`src/rk_pkg.sv`:
```
/*
 * rk11 over ide shared definitions
 * register offsets, csr bits, ata task file codes and the structs between blocks
 */
package rk_pkg;

   // i/o page offsets of the rk11 registers
   localparam logic [12:0] RK_ADDR_DS = 13'o17400;
   localparam logic [12:0] RK_ADDR_ER = 13'o17402;
   localparam logic [12:0] RK_ADDR_CS = 13'o17404;
   localparam logic [12:0] RK_ADDR_WC = 13'o17406;
   localparam logic [12:0] RK_ADDR_BA = 13'o17410;
   localparam logic [12:0] RK_ADDR_DA = 13'o17412;

   localparam logic [7:0] RK_VECTOR = 8'o220;

   // rkcs bit positions
   localparam int CSR_GO   = 0;
   localparam int CSR_FN   = 1;
   localparam int CSR_MEX  = 4;
   localparam int CSR_IE   = 6;
   localparam int CSR_DONE = 7;
   localparam int CSR_ERR  = 15;

   localparam logic [2:0] RK_FN_WRITE = 3'd1;
   localparam logic [2:0] RK_FN_READ  = 3'd2;

   // ata registers as {cs, da}
   localparam logic [4:0] ATA_REG_ALTER   = 5'b01110;
   localparam logic [4:0] ATA_REG_DEVCTRL = 5'b01110;
   localparam logic [4:0] ATA_REG_DATA    = 5'b10000;
   localparam logic [4:0] ATA_REG_ERROR   = 5'b10001;
   localparam logic [4:0] ATA_REG_SECCNT  = 5'b10010;
   localparam logic [4:0] ATA_REG_SECNUM  = 5'b10011;
   localparam logic [4:0] ATA_REG_CYLLOW  = 5'b10100;
   localparam logic [4:0] ATA_REG_CYLHIGH = 5'b10101;
   localparam logic [4:0] ATA_REG_DRVHEAD = 5'b10110;
   localparam logic [4:0] ATA_REG_STATUS  = 5'b10111;
   localparam logic [4:0] ATA_REG_COMMAND = 5'b10111;

   localparam int STAT_BSY  = 7;
   localparam int STAT_DRDY = 6;
   localparam int STAT_DRQ  = 3;
   localparam int STAT_ERR  = 0;

   localparam logic [15:0] ATA_CMD_READ     = 16'h0020;
   localparam logic [15:0] ATA_CMD_WRITE    = 16'h0030;
   localparam logic [15:0] ATA_DRVHEAD_LBA  = 16'h0040;
   localparam logic [15:0] ATA_DEVCTRL_NIEN = 16'h0002;

   // pio access timing: setup, strobe, strobe, release
   localparam int ATA_CYCLES  = 4;
   localparam int ATA_PHASE_W = $clog2(ATA_CYCLES);
   localparam logic [ATA_PHASE_W-1:0] ATA_PHASE_SAMPLE = ATA_PHASE_W'(ATA_CYCLES - 2);
   localparam logic [ATA_PHASE_W-1:0] ATA_PHASE_DONE   = ATA_PHASE_W'(ATA_CYCLES - 1);

   typedef struct packed {
      logic [12:0] addr;
      logic [15:0] data;
      logic        rd;
      logic        wr;
      logic        byte_op;
   } iopage_req_t;

   typedef struct packed {
      logic [2:0]  fn;
      logic        go;
      logic        ie;
      logic [15:0] wc;
      logic [17:0] ba;
      logic [15:0] da;
   } rk_ctl_t;

   typedef struct packed {
      logic set_err;
      logic set_done;
      logic clear_cmd;
      logic inc_ba;
      logic inc_wc;
      logic assert_int;
   } rk_event_t;

   typedef struct packed {
      logic        rd;
      logic        wr;
      logic [4:0]  addr;
      logic [15:0] wdata;
   } ata_req_t;

   typedef struct packed {
      logic        dior;
      logic        diow;
      logic [1:0]  cs;
      logic [2:0]  da;
      logic [15:0] data;
      logic        data_oe;
   } ide_out_t;

   typedef struct packed {
      logic        req;
      logic        rd;
      logic        wr;
      logic [17:0] addr;
      logic [15:0] wdata;
   } dma_out_t;

endpackage

```
`src/ata_pio.sv`:
```
/*
 * ide pio timing engine
 * one strobed task file access per request, with setup and release cycles
 */
`timescale 1ns/1ns

module ata_pio (
   input  logic             clk,
   input  logic             reset,
   input  rk_pkg::ata_req_t ata_req,
   output logic             ata_done,
   output logic [15:0]      ata_rdata,
   output rk_pkg::ide_out_t ide_out,
   input  logic [15:0]      ide_data_in
);
   import rk_pkg::*;

   logic [ATA_PHASE_W-1:0] phase;
   logic                   active;
   logic                   strobe;

   assign active = ata_req.rd || ata_req.wr;
   // phase 0 is address setup, the last phase releases the strobe
   assign strobe = (phase != '0) && (phase != ATA_PHASE_DONE);
   assign ata_done = phase == ATA_PHASE_DONE;

   always_ff @(posedge clk)
   begin
      if (reset)
         phase <= '0;
      else if (phase == ATA_PHASE_DONE)
         phase <= '0;
      else if (phase != '0 || active)
         phase <= phase + 1'b1;
   end

   // sample on the last strobe cycle, held until the next read
   always_ff @(posedge clk)
   begin
      if (ata_req.rd && phase == ATA_PHASE_SAMPLE)
         ata_rdata <= ide_data_in;
   end

   always_comb
   begin
      ide_out.dior = ata_req.rd && strobe;
      ide_out.diow = ata_req.wr && strobe;
      ide_out.cs = ata_req.addr[4:3];
      ide_out.da = ata_req.addr[2:0];
      ide_out.data = ata_req.wdata;
      // bus driven only while writing
      ide_out.data_oe = ata_req.wr && strobe;
   end

endmodule

```
`src/rk_ide_top.sv`:
```
/*
 * rk11 controller on an ide drive
 * register file, command sequencer and pio engine
 */
`timescale 1ns/1ns

module rk_ide_top (
   input  logic                clk,
   input  logic                reset,
   input  rk_pkg::iopage_req_t iopage,
   output logic [15:0]         data_out,
   output logic                decode,
   output logic                interrupt,
   input  logic                interrupt_ack,
   output rk_pkg::dma_out_t    dma,
   input  logic                dma_ack,
   input  logic [15:0]         dma_data_in,
   output rk_pkg::ide_out_t    ide_out,
   input  logic [15:0]         ide_data_in
);
   import rk_pkg::*;

   rk_ctl_t     ctl;
   rk_event_t   ev;
   ata_req_t    ata_req;
   logic        ata_done;
   logic [15:0] ata_rdata;

   rk_regs i_regs (
      .clk(clk), .reset(reset), .iopage(iopage), .data_out(data_out),
      .decode(decode), .ctl(ctl), .ev(ev), .interrupt(interrupt),
      .interrupt_ack(interrupt_ack)
   );

   rk_sequencer i_seq (
      .clk(clk), .reset(reset), .ctl(ctl), .ev(ev), .ata_req(ata_req),
      .ata_done(ata_done), .ata_rdata(ata_rdata), .dma(dma), .dma_ack(dma_ack),
      .dma_data_in(dma_data_in)
   );

   ata_pio i_pio (
      .clk(clk), .reset(reset), .ata_req(ata_req), .ata_done(ata_done),
      .ata_rdata(ata_rdata), .ide_out(ide_out), .ide_data_in(ide_data_in)
   );

endmodule

```
`src/rk_regs.sv`:
```
/*
 * rk11 host register file
 * decodes the i/o page, applies sequencer events and keeps the interrupt flag
 */
`timescale 1ns/1ns

module rk_regs (
   input  logic                clk,
   input  logic                reset,
   input  rk_pkg::iopage_req_t iopage,
   output logic [15:0]         data_out,
   output logic                decode,
   output rk_pkg::rk_ctl_t     ctl,
   input  rk_pkg::rk_event_t   ev,
   output logic                interrupt,
   input  logic                interrupt_ack
);
   import rk_pkg::*;

   rk_ctl_t     regs;
   logic        done;
   logic        err;
   logic        host_wr;
   logic [15:0] csr;

   assign ctl = regs;
   assign host_wr = iopage.wr && decode;
   assign csr = {err, 7'd0, done, regs.ie, regs.ba[17:16], regs.fn, regs.go};

   // read mux, unmapped offsets give zero
   always_comb
   begin
      decode = 1'b1;
      case (iopage.addr)
         RK_ADDR_DS: data_out = 16'd0;
         // drive error mirrors the csr error bit
         RK_ADDR_ER: data_out = {err, 15'd0};
         RK_ADDR_CS: data_out = csr;
         RK_ADDR_WC: data_out = regs.wc;
         RK_ADDR_BA: data_out = regs.ba[15:0];
         RK_ADDR_DA: data_out = regs.da;
         default:
         begin
            decode = 1'b0;
            data_out = 16'd0;
         end
      endcase
   end

   always_ff @(posedge clk)
   begin
      if (reset)
      begin
         regs <= '0;
         done <= 1'b0;
         err <= 1'b0;
      end
      else if (host_wr)
      begin
         case (iopage.addr)
            RK_ADDR_CS:
            begin
               err <= 1'b0;
               done <= iopage.data[CSR_DONE];
               regs.ie <= iopage.data[CSR_IE];
               regs.ba[17:16] <= iopage.data[CSR_MEX +: 2];
               regs.fn <= iopage.data[CSR_FN +: 3];
               regs.go <= iopage.data[CSR_GO];
            end
            RK_ADDR_WC: regs.wc <= iopage.data;
            RK_ADDR_BA: regs.ba[15:0] <= iopage.data;
            RK_ADDR_DA: regs.da <= iopage.data;
            default: ;
         endcase
      end
      else
      begin
         if (ev.set_err)
            err <= 1'b1;
         if (ev.set_done)
            done <= 1'b1;
         if (ev.clear_cmd)
         begin
            regs.fn <= '0;
            regs.go <= 1'b0;
         end
         // word address, so two bytes per word
         if (ev.inc_ba)
            regs.ba <= regs.ba + 18'd2;
         // wc counts up towards zero
         if (ev.inc_wc)
            regs.wc <= regs.wc + 16'd1;
      end
   end

   always_ff @(posedge clk)
   begin
      if (reset)
         interrupt <= 1'b0;
      else if (ev.assert_int)
         interrupt <= 1'b1;
      else if (interrupt_ack)
         interrupt <= 1'b0;
   end

endmodule

```
`src/rk_sequencer.sv`:
```
/*
 * rk11 command sequencer
 * loads the ata task file, moves words between drive and memory, signals completion
 */
`timescale 1ns/1ns

module rk_sequencer (
   input  logic              clk,
   input  logic              reset,
   input  rk_pkg::rk_ctl_t   ctl,
   output rk_pkg::rk_event_t ev,
   output rk_pkg::ata_req_t  ata_req,
   input  logic              ata_done,
   input  logic [15:0]       ata_rdata,
   output rk_pkg::dma_out_t  dma,
   input  logic              dma_ack,
   input  logic [15:0]       dma_data_in
);
   import rk_pkg::*;

   typedef enum logic [4:0] {
      ST_IDLE, ST_RDY0, ST_DRVHEAD0, ST_RDY1, ST_DEVCTRL, ST_SECCNT, ST_SECNUM,
      ST_CYLLOW, ST_CYLHIGH, ST_DRVHEAD1, ST_COMMAND, ST_ALTER, ST_DRQ,
      ST_ATA_RD, ST_DMA_WR, ST_DMA_RD, ST_ATA_WR,
      ST_LAST_ALT, ST_LAST_STAT, ST_LAST_DONE, ST_LAST_INT
   } state_t;

   state_t      state;
   state_t      state_next;
   state_t      after_word;
   ata_req_t    req;
   logic        gap;
   logic        is_write;
   logic        fn_ok;
   logic        drive_ready;
   logic        drive_drq;
   logic [15:0] lba;
   logic [15:0] wc_next;
   logic [15:0] wbuf;
   logic [7:0]  seccnt;

   // lba is track * 12 + sector
   assign lba = 16'(ctl.da[13:4]) * 16'd12 + 16'(ctl.da[3:0]);
   assign seccnt = 8'd0 - ctl.wc[15:8];
   assign wc_next = ctl.wc + 16'd1;
   assign is_write = ctl.fn == RK_FN_WRITE;
   assign fn_ok = is_write || ctl.fn == RK_FN_READ;
   assign drive_ready = !ata_rdata[STAT_BSY] && ata_rdata[STAT_DRDY];
   assign drive_drq = !ata_rdata[STAT_BSY] && ata_rdata[STAT_DRQ];

   // where to go once a word is through, a new sector needs drq again
   always_comb
   begin
      if (wc_next == 16'd0)
         after_word = ST_LAST_ALT;
      else if (wc_next[7:0] == 8'd0)
         after_word = ST_ALTER;
      else if (is_write)
         after_word = ST_DMA_RD;
      else
         after_word = ST_ATA_RD;
   end

   // ata access per state
   always_comb
   begin
      case (state)
         ST_RDY0, ST_RDY1, ST_DRQ, ST_LAST_STAT:
            req = '{rd: 1'b1, wr: 1'b0, addr: ATA_REG_STATUS, wdata: 16'd0};
         ST_ALTER, ST_LAST_ALT:
            req = '{rd: 1'b1, wr: 1'b0, addr: ATA_REG_ALTER, wdata: 16'd0};
         ST_ATA_RD:
            req = '{rd: 1'b1, wr: 1'b0, addr: ATA_REG_DATA, wdata: 16'd0};
         ST_DRVHEAD0, ST_DRVHEAD1:
            req = '{rd: 1'b0, wr: 1'b1, addr: ATA_REG_DRVHEAD, wdata: ATA_DRVHEAD_LBA};
         ST_DEVCTRL:
            req = '{rd: 1'b0, wr: 1'b1, addr: ATA_REG_DEVCTRL, wdata: ATA_DEVCTRL_NIEN};
         ST_SECCNT:
            req = '{rd: 1'b0, wr: 1'b1, addr: ATA_REG_SECCNT, wdata: {8'd0, seccnt}};
         ST_SECNUM:
            req = '{rd: 1'b0, wr: 1'b1, addr: ATA_REG_SECNUM, wdata: {8'd0, lba[7:0]}};
         ST_CYLLOW:
            req = '{rd: 1'b0, wr: 1'b1, addr: ATA_REG_CYLLOW, wdata: {8'd0, lba[15:8]}};
         ST_CYLHIGH:
            req = '{rd: 1'b0, wr: 1'b1, addr: ATA_REG_CYLHIGH, wdata: 16'd0};
         ST_COMMAND:
            req = '{rd: 1'b0, wr: 1'b1, addr: ATA_REG_COMMAND,
                    wdata: is_write ? ATA_CMD_WRITE : ATA_CMD_READ};
         ST_ATA_WR:
            req = '{rd: 1'b0, wr: 1'b1, addr: ATA_REG_DATA, wdata: wbuf};
         default:
            req = '0;
      endcase
   end

   // request drops for one cycle after each done so the access is not repeated
   always_comb
   begin
      ata_req = req;
      ata_req.rd = req.rd && !gap;
      ata_req.wr = req.wr && !gap;
   end

   always_comb
   begin
      state_next = state;
      ev = '0;
      dma = '0;
      dma.addr = ctl.ba;
      dma.wdata = ata_rdata;
      case (state)
         ST_IDLE:
            if (ctl.go)
               state_next = fn_ok ? ST_RDY0 : ST_LAST_DONE;
         ST_RDY0:
            if (ata_done && drive_ready)
               state_next = ST_DRVHEAD0;
         ST_DRVHEAD0:
            if (ata_done)
               state_next = ST_RDY1;
         ST_RDY1:
            if (ata_done && drive_ready)
               state_next = ST_DEVCTRL;
         ST_DEVCTRL:
            if (ata_done)
               state_next = ST_SECCNT;
         ST_SECCNT:
            if (ata_done)
               state_next = ST_SECNUM;
         ST_SECNUM:
            if (ata_done)
               state_next = ST_CYLLOW;
         ST_CYLLOW:
            if (ata_done)
               state_next = ST_CYLHIGH;
         ST_CYLHIGH:
            if (ata_done)
               state_next = ST_DRVHEAD1;
         ST_DRVHEAD1:
            if (ata_done)
               state_next = ST_COMMAND;
         ST_COMMAND:
            if (ata_done)
               state_next = ST_ALTER;
         ST_ALTER:
            if (ata_done)
               state_next = ST_DRQ;
         ST_DRQ:
            if (ata_done)
            begin
               // a drive error ends the command early
               ev.set_err = ata_rdata[STAT_ERR];
               if (ata_rdata[STAT_ERR])
                  state_next = ST_LAST_ALT;
               else if (drive_drq)
                  state_next = is_write ? ST_DMA_RD : ST_ATA_RD;
            end
         ST_ATA_RD:
            if (ata_done)
               state_next = ST_DMA_WR;
         ST_DMA_WR:
         begin
            dma.req = 1'b1;
            if (dma_ack)
            begin
               dma.wr = 1'b1;
               ev.inc_wc = 1'b1;
               ev.inc_ba = 1'b1;
               state_next = after_word;
            end
         end
         ST_DMA_RD:
         begin
            dma.req = 1'b1;
            if (dma_ack)
            begin
               dma.rd = 1'b1;
               state_next = ST_ATA_WR;
            end
         end
         ST_ATA_WR:
            if (ata_done)
            begin
               ev.inc_wc = 1'b1;
               ev.inc_ba = 1'b1;
               state_next = after_word;
            end
         ST_LAST_ALT:
            if (ata_done)
               state_next = ST_LAST_STAT;
         ST_LAST_STAT:
            if (ata_done)
               state_next = ST_LAST_DONE;
         ST_LAST_DONE:
         begin
            ev.set_done = 1'b1;
            ev.clear_cmd = 1'b1;
            ev.assert_int = ctl.ie;
            state_next = ST_LAST_INT;
         end
         ST_LAST_INT:
         begin
            ev.assert_int = ctl.ie;
            state_next = ST_IDLE;
         end
         default:
            state_next = ST_IDLE;
      endcase
   end

   always_ff @(posedge clk)
   begin
      if (reset)
      begin
         state <= ST_IDLE;
         gap <= 1'b0;
      end
      else
      begin
         state <= state_next;
         gap <= ata_done;
      end
   end

   // memory word waiting to go out to the ata data register
   always_ff @(posedge clk)
   begin
      if (state == ST_DMA_RD && dma_ack)
         wbuf <= dma_data_in;
   end

endmodule
```
`config.mk`:
```
export PLATFORM = sky130hd
export DESIGN_NAME = rk_ide_top
export DESIGN_NICKNAME = d
export VERILOG_FILES = /design/src/rk_pkg.sv /design/src/ata_pio.sv /design/src/rk_ide_top.sv /design/src/rk_regs.sv /design/src/rk_sequencer.sv
export SDC_FILE = /design/constraint.sdc
export NUM_CORES = 1
export LEC_CHECK = 0
export ABC_AREA = 1
export BUFFER_PORTS_ARGS = -buffer_cell sky130_fd_sc_hd__buf_4
export CORE_MARGIN = 3
export CORE_UTILIZATION = 60
export DETAILED_ROUTE_END_ITERATION = 8
export MAX_ROUTING_LAYER = met4
export PLACE_DENSITY = 0.92
export SYNTH_ARGS = -nofsm -noshare
export SYNTH_HDL_FRONTEND = slang
export SYNTH_SLANG_ARGS = --single-unit
```
`constraint.sdc`:
```
create_clock -name clk -period 3.75 [get_ports clk]
set_input_delay 0.1875 -clock clk [delete_from_list [all_inputs] [get_ports clk]]
set_output_delay 0.1875 -clock clk [all_outputs]
set_load 0.01 [all_outputs]
```
==> results of run 1 <==
==> metal layers <==
metal,wire length [um],vias to the layer above,GRT usage [%],part of all wire [%]
met5,0,-,-,0
met4,604,0,10.34,2.8
met3,2133,50,6.898,9.8
met2,10330,400,56.12,47
met1,8738,3394,44.13,40
li1,-,3583,-,-
==> kinds of logic after synthesis <==
family,share of synthesized area [%]
AND/OR/NAND/NOR,34.03
buffers and inverters,11.92
AO/OA/AOI/OAI,14.67
flip-flops,33.03
adder cells (fa/ha/maj),4.020
XOR/XNOR,1.902
multiplexers,0.4346
==> through the flow <==
stage                     std cells  instance area, um2  utilization (%)
final                          1294                8391            76.07
after global routing           1294                8391            76.07
after CTS                      1292                8371            75.88
after detailed placement       1259                7900            71.62
after global placement         1259                7900            71.62
after floorplan                1017                6909                -
==> cells in the final DEF, fill, tap and decap left out, types with 4 or more instances in the layout <==
cell,instances
a211oi_1,16
a21oi_1,32
a221o_1,4
a22oi_1,5
a31oi_1,6
buf_4,147
clkbuf_16,9
dfxtp_1,66
dlygate4sd3_1,19
edfxtp_1,32
ha_1,19
inv_1,129
inv_2,12
nand2_1,225
nand2_2,7
nand2_8,4
nand3_1,70
nand4_1,18
nor2_1,165
nor2_2,10
nor2_4,4
nor3_1,12
o21ai_0,46
o21ai_1,22
o221ai_1,8
o22ai_1,4
xor2_1,14
==> synthesized netlist by cell type (all sizes together) (4+ instances only) <==
cell / n / area share, %
nor3: 13 / 1.0
nor3b: 4 / 0.58
or2: 4 / 0.36
inv: 142 / 7.8
o22ai: 5 / 0.65
ha: 19 / 3.4
a22oi: 5 / 0.54
buf: 33 / 3.5
nor2: 179 / 11
nand4: 18 / 1.6
edfxtp: 32 / 14
xor2: 14 / 1.8
a211oi: 16 / 1.7
o21ai: 68 / 4.9
o221ai: 8 / 1.0
nand2: 237 / 14
a221o: 4 / 0.58
nand3: 71 / 5.2
a21oi: 35 / 2.8
clkbuf: 12 / 0.65
dfxtp: 66 / 19
a31oi: 6 / 0.54
==> path summary, 6_finish.rpt <==
path / from / endpoint / slack [ns] / depth (start not counted)
setup reg to reg: i_seq.state[2] / i_regs.ctl[30] / 1.41 / 10
hold reg to reg: i_regs.interrupt / i_regs.interrupt / 0.47 / 2
setup / recovery: i_regs.ctl[4] / ide_out[6] / 0.60 / 13
hold / removal: dma_data_in[9] / i_seq.wbuf[9] / 0.007 / 1
==> registers in the layout (all words and copies together) (netlist names) <==
register,count
i_seq.gap,1
i_pio.ata_rdata,16
i_regs.ctl,55
i_regs.err,1
i_seq.wbuf,16
i_seq.state,5
i_regs.done,1
i_pio.phase,2
i_regs.interrupt,1
==> final cells by class <==
cell class	instances	area share, %
well taps	140	2.088
clock inverters	7	0.8947
clock buffers	9	2.684
repair buffers	166	15.42
flip-flops and latches	98	27.20
multi-input cells	732	45.33
inverters	142	6.382
==> power groups by stage <==
stage | clock network [mW] | logic [mW] | registers [mW]
floorplan | 0 | 0.652 | 1.18
global placement | 0 | 0.981 | 1.19
detailed placement | 0 | 0.998 | 1.19
CTS | 0.949 | 1.03 | 1.16
global route | 0.990 | 1.17 | 1.17
finish | 0.953 | 1.08 | 1.17
==> repair_timing <==
| item | CTS | global route |
|---|---|---|
| setup buffers | 0 | 0 |
| hold buffers | 17 | 2 |
| endpoints found under the hold margin | 17 | 2 |
| setup endpoints to repair | 0 | 0 |
==> summary.txt, run 1 <==
Synth
  • Ys flop type: dfxtp_1
  • Mapped Area: approximately 6900 um2
  • Yosys warnings: 0
  • Register area share after synthesis: 33.03%
  • Synth Area per Inst: between 6 and 7 um2
  • Syn nets: around 1,100
  • Synthesized instance count: roughly 1,000
  • Share of flip-flops with an asynchronous set or reset: 0%
  • Post-synth EDFFs: 32
  • Netlist cell types: 53
  • FF+latch count, synth: 98

Clocking
  • Clock latency on the worst-skew pair: ~0.36 ns
  • Clock-pin slew on the worst setup and hold paths: ~0.070 ns
  • Root buffer cell: clkbuf_16
  • Clock Sinks: slightly below 100
  • CTS H-tree lvls: 3
  • CTS Buffer Depth: 2
  • CTS tree: built
  • CTS Buf Count: 9
  • Post-cts gate resize count: 0

Routing
  • DR vias/cell: ~5.7
  • DRT antenna net count: 0
  • WL/cell: about 17 um
  • DRC: 0
  • Starting DRT DRC Count: 918
  • Wirelength, routed: between 20,000 and 25,000 um
  • Via count: 7,427
  • 1st-pass router iterations: 7

Power and ir drop
  • Part of the power in registers: a little over a third
  • Clock network fraction of total power: roughly 30%
  • Internal: 2.012 mW
  • Leakage power: 3.887 nW
  • Pwr Density: ~380 nW/um2
  • NetSw: about 1.2 mW
  • Sw frac: 37.18%
  • Comb power frac: between 30% and 40%
  • VDD IR max: just over 500 uV
  • Tot Pwr: ~3.2 mW

Setup path
  • CP max-delay cell: fa_1
  • Top delay family on crit path: simple AND/OR/NAND/NOR gates
  • Critical Path, Cell by Cell: ha_1 > inv_1 > fa_1 > or2_2 > nor2_1 > nand3_1 > nor2_1 > nand4_1 > nor2_1 > nor2_1 > nand2_1 > nand2_1 > buf_4
  • WP buf/inv: 2
  • Slowest Stage Delay on Critical Path: ~0.45 ns
  • Startpoint class of the critical path: flop
  • CP Capture Type: primary output
  • Crit path top cell by count: nor2_1
  • Worst path required time: between 3 and 4 ns
  • CP Data Arrival Time: just under 3 ns
  • Crit Path Max Fanout: 4
  • CP Class: flop to primary output

Min path
  • Hold Path Class: input pin to flop

Timing
  • Minimum clock period: around 3.1 ns
  • Hold Slack: about 0.0068 ns
  • Clk_skew: between 0.01 and 0.015 ns
  • Worst slew pin tran: between 1 and 1.5 ns
  • Fin. max-slew vios: 0
  • Setup Viol. Count Final: 0
  • Max-Slew Margin vs Limit: between 20 and 30%
  • Hold Violations, Final: 0
  • Setup total negative slack: 0 ns
  • Max Clk Rate: ~0.32 GHz
  • RSZ-0062 raised after global routing: false
  • Tcrit/Tclk final: between 80% and 90%
  • Worst Slack Setup Final: ~0.60 ns

Die
  • FP Rows: 38
  • Die area: between 10,000 and 15,000 um2
  • IO Pins: between 100 and 150
  • Initial Utilization: between 60% and 70%
  • Die span in y: approximately 110 um
  • Die extent in x: roughly 110 um
  • Core region area: roughly 11,000 um2

Place
  • Hpwl dp: between 15,000 and 20,000 um
  • Pre-CTS setup slack: slightly above 1 ns
  • I/O Buffers: between 100 and 150
  • Final GP Congestion: 1.019

Finish
  • Area Overhead vs Synth: 21.44%
  • Flip-flop and latch area: roughly 2300 um2
  • N_diodes: 0
  • Area of the multi-input gates: roughly 3800 um2
  • Share of cells above drive strength 1: a little under a fifth
  • Fill cells: about 860
  • Final nets: 1,238

Global route
  • Gr ovfl total: 0
  • Vias in the first global route: around 7,000
  • First-pass GRT wire length: 34,670 um
  • Initial antenna violation count: 0
  • Largest net degree at the start of global routing: 46
  • Total Routing Usage GR: roughly a third

Run status
  • Status: completed

Flow run
  • Max-Cap Viols: 0
Power figures use the tool's default switching activity.
==> run 2: changes to the inputs <==
Settings changed: ABC_AREA 1 to 0, CORE_UTILIZATION 60 to 50, PLACE_DENSITY 0.92 to 0.82.
Clock period 3.75 ns to 2.82 ns, I/O delays scaled along.
==> summary.txt, run 2 <==
Timing
  • Minimum clock period: 3.153 ns
  • Tcrit/Tclk final: 111.8%
  • Fin. max-slew vios: 0 (unchanged)
  • Setup Viol. Count Final: 7 (was 0)
  • Hold Slack: 0.04838 ns (was 0.006820 ns)
  • Max Clk Rate: between 0.3 and 0.4 GHz
  • Worst Slack Setup Final: -0.3327 ns (was 0.6013 ns)
  • Setup total negative slack: -1.054 ns (was 0 ns)
  • Hold Violations, Final: 0 (unchanged)
  • RSZ-0062 raised after global routing: true (was false)
  • Clk_skew: 0.008959 ns (was 0.01252 ns)
  • Max-Slew Margin vs Limit: 47.11% (was 27.55%)
  • Worst slew pin tran: 0.7873 ns (was 1.087 ns)

Clocking
  • CTS Buf Count: 9 (unchanged)
  • CTS tree: built (unchanged)
  • Clock latency on the worst-skew pair: 0.36 ns (about the same)
  • CTS Buffer Depth: 2 (unchanged)
  • Root buffer cell: clkbuf_16 (unchanged)
  • CTS H-tree lvls: 3 (unchanged)
  • Clock Sinks: 98 (unchanged)
  • Clock-pin slew on the worst setup and hold paths: 0.07 ns (about the same)

Global route
  • Largest net degree at the start of global routing: 67 (was 46)
  • Vias in the first global route: 6,865 (was 6,897)
  • Gr ovfl total: 0 (unchanged)
  • First-pass GRT wire length: 35,580 um (was 34,670 um)
  • Total Routing Usage GR: 31.04% (was 34.69%)
  • Initial antenna violation count: 0 (unchanged)

Power and ir drop
  • Pwr Density: 504.6 nW/um2 (was 381.8 nW/um2)
  • VDD IR max: 371.1 uV (was 519.8 uV)
  • Leakage power: 3.525 nW (was 3.887 nW)

Setup path
  • CP Class: flop to primary output (unchanged)
  • Reg2reg start: i_seq.state[4] (was i_seq.state[2])
  • CP Capture Type: primary output (unchanged)
  • Critical Path Start: i_regs.ctl[5] (was i_regs.ctl[4])
  • Startpoint class of the critical path: flop (unchanged)
  • Crit Path Max Fanout: 4 (unchanged)
  • Reg2Reg Setup Slack: 0.18 ns (was 1.41 ns)
  • Worst path required time: 2.68 ns (was 3.56 ns)
  • CP Data Arrival Time: 3.01 ns (was 2.96 ns)

Synth
  • Ys flop type: dfxtp_1 (unchanged)
  • Most used standard cell by instance count after synthesis: nand2_1 (unchanged)
  • Netlist cell types: 77 (was 53)
  • Cell taking the most area after synthesis: dfxtp_1 (unchanged)
  • Synth Area per Inst: 7.831 um2 (was 6.794 um2)
  • FF+latch count, synth: 98 (unchanged)
  • Syn nets: 955 (was 1,106)
  • Register area share after synthesis: 33.65% (was 33.03%)
  • Synth top area cells: dfxtp_1 19%, edfxtp_1 14%, nand2_1 6.3% (was dfxtp_1 19%, edfxtp_1 14%, nand2_1 12%)
  • Mapped Area: 6782 um2 (was 6909 um2)
  • Post-synth EDFFs: 32 (unchanged)
  • Commonest cells post-synth: 113 x nand2_1, 67 x a21oi_1, 66 x dfxtp_1, 62 x nor2_1, 52 x o21ai_0 (was 225 x nand2_1, 165 x nor2_1, 129 x inv_1, 70 x nand3_1, 66 x dfxtp_1)
  • Synth top area share: 19.48% (was 19.12%)
  • Yosys warnings: 0 (unchanged)
  • Synthesized instance count: 866 (was 1,017)
  • Share of flip-flops with an asynchronous set or reset: 0% (unchanged)

Die
  • Core region area: 12,930 um2 (was 11,030 um2)
  • IO Pins: 147 (unchanged)
  • Die area: 15,000 um2 (was 12,840 um2)
  • Initial Utilization: 52.46% (was 62.64%)
  • FP Rows: 41 (was 38)
  • Die span in y: 122.5 um (was 113.3 um)
  • Die extent in x: 122.5 um (was 113.3 um)

Routing
  • 1st-pass router iterations: 6 (was 7)
  • DR vias/cell: 6.108 (was 5.740)
  • DRT antenna net count: 0 (unchanged)
  • WL/cell: 18.61 um (was 16.85 um)
  • Starting DRT DRC Count: 864 (was 918)
  • DRC: 0 (unchanged)
  • Via count: 7,433 (was 7,427)
  • Wirelength, routed: 22,650 um (was 21,810 um)

Finish
  • Design Area, Final: 8999 um2 (was 8391 um2)
  • Commonest non-fill, non-tap cell in the layout: buf_4 (was nand2_1)
  • Area of the multi-input gates: 4136 um2 (was 3804 um2)
  • Fin util: 69.61% (was 76.07%)
  • Max reg flops: 55 (unchanged)
  • Share of cells above drive strength 1: 25.93% (was 18.63%)
  • Flip-flop and latch area: 2288 um2 (was 2282 um2)
  • Area Overhead vs Synth: 32.69% (was 21.44%)
  • Fill cells: 1,066 (was 856)
  • Final nets: 1,129 (was 1,238)
  • Most frequent cells in the layout: 207 x buf_4, 113 x nand2_1, 66 x a21oi_1 (was 225 x nand2_1, 165 x nor2_1, 147 x buf_4)
  • N_diodes: 0 (unchanged)

Place
  • I/O Buffers: 144 (unchanged)
  • Final GP Congestion: 0.9539 (was 1.019)
  • Pre-CTS setup slack: -0.05177 ns (was 1.035 ns)
  • Hpwl dp: 16,230 um (was 15,620 um)
  • Placed cell area: 8230 um2 (was 7900 um2)

Min path
  • Hold Startpoint: iopage[13] (was dma_data_in[9])
  • Hold Path Class: input pin to flop (unchanged)

Run status
  • Failing checks: setup timing
  • Status: finished, violations left (was completed)

Flow run
  • Max-Cap Viols: 0 (unchanged)
==> run 2: changes by cell type after synthesis, sizes merged, moves of 22 or more <==
| cell | change |
|---|---|
| a21oi | +33 |
| a22oi | +22 |
| and2 | +26 |
| clkbuf | +28 |
| inv | -109 |
| nand2 | -123 |
| nand3 | -49 |
| nor2 | -116 |
==> run 2: timing repair <==
item                                    in CTS  in global routing
endpoints found under the setup margin       6                  8
resized for setup                            8                 15
hold buffers                                32                  0
cloned                                       0                  0
pin swaps                                    8                  9
buffers inserted                             3                  1
endpoints found under the hold margin       32                  0
==> run 2: logic make-up (layout without fill, tap and decap cells) <==
kind of cell	Yosys count	after routing	synth area share, %
compound gates	258	258	24.93
mux	4	4	0.5904
buf+inv	112	291	7.638
fa+ha+maj	22	22	4.244
simple gates	349	349	25.98
xor+xnor	23	23	2.970
flops	98	98	33.65
==> run 2: path summary, 6_finish.rpt <==
check                   endpoint  cells after the start
setup / recovery      ide_out[6]                     11
hold / removal    i_regs.ctl[10]                      3
hold reg to reg   i_regs.ctl[14]                      2
setup reg to reg  i_seq.state[1]                      7
==> run 2: through the flow <==
stage                     power (mW)  instances
after CTS                      4.516       1216
after global placement         3.163       1165
after global routing           4.738       1217
after detailed placement       3.180       1165
after floorplan                2.603        866
final                          4.541       1217
==> run 2: critical path, stage by stage (launching register included) <==
cell and delay [ns]:
dfxtp_4 0.37, ha_4 0.16, inv_2 0.05, fa_2 0.21, nor2b_2 0.05, o31a_1 0.28
or4_4 0.42, a31o_4 0.26, xor2_1 0.18, o31a_1 0.33, o31ai_2 0.17, buf_4 0.15
==> run 2: cell type report <==
cell class / instances / area share (%)
Clock buffer: 9 / 2.503
Clock inverter: 7 / 0.9316
Inverter: 33 / 1.377
Multi-Input combinational cell: 656 / 45.97
Sequential cell: 98 / 25.43
Tap cell: 172 / 2.392
Timing Repair Buffer: 242 / 21.40
==> run 2: report_power, final <==
group / internal [mW] / switching [mW] / leakage [nW]
sequential: 1.51 / 0.0691 / 0.822
combinational: 0.725 / 0.918 / 2.55
clock: 0.705 / 0.610 / 0.149
total: 2.94 / 1.60 / 3.53
==> run 2: routing by layer <==
metal	wire length, um	up-vias	share of wire, %	GRT usage, %
li1	-	3492	-	-
met1	9108	3438	40	42.18
met2	10540	457	47	48.23
met3	2460	46	11	4.654
met4	546	0	2.4	9.237
met5	0	-	0	-
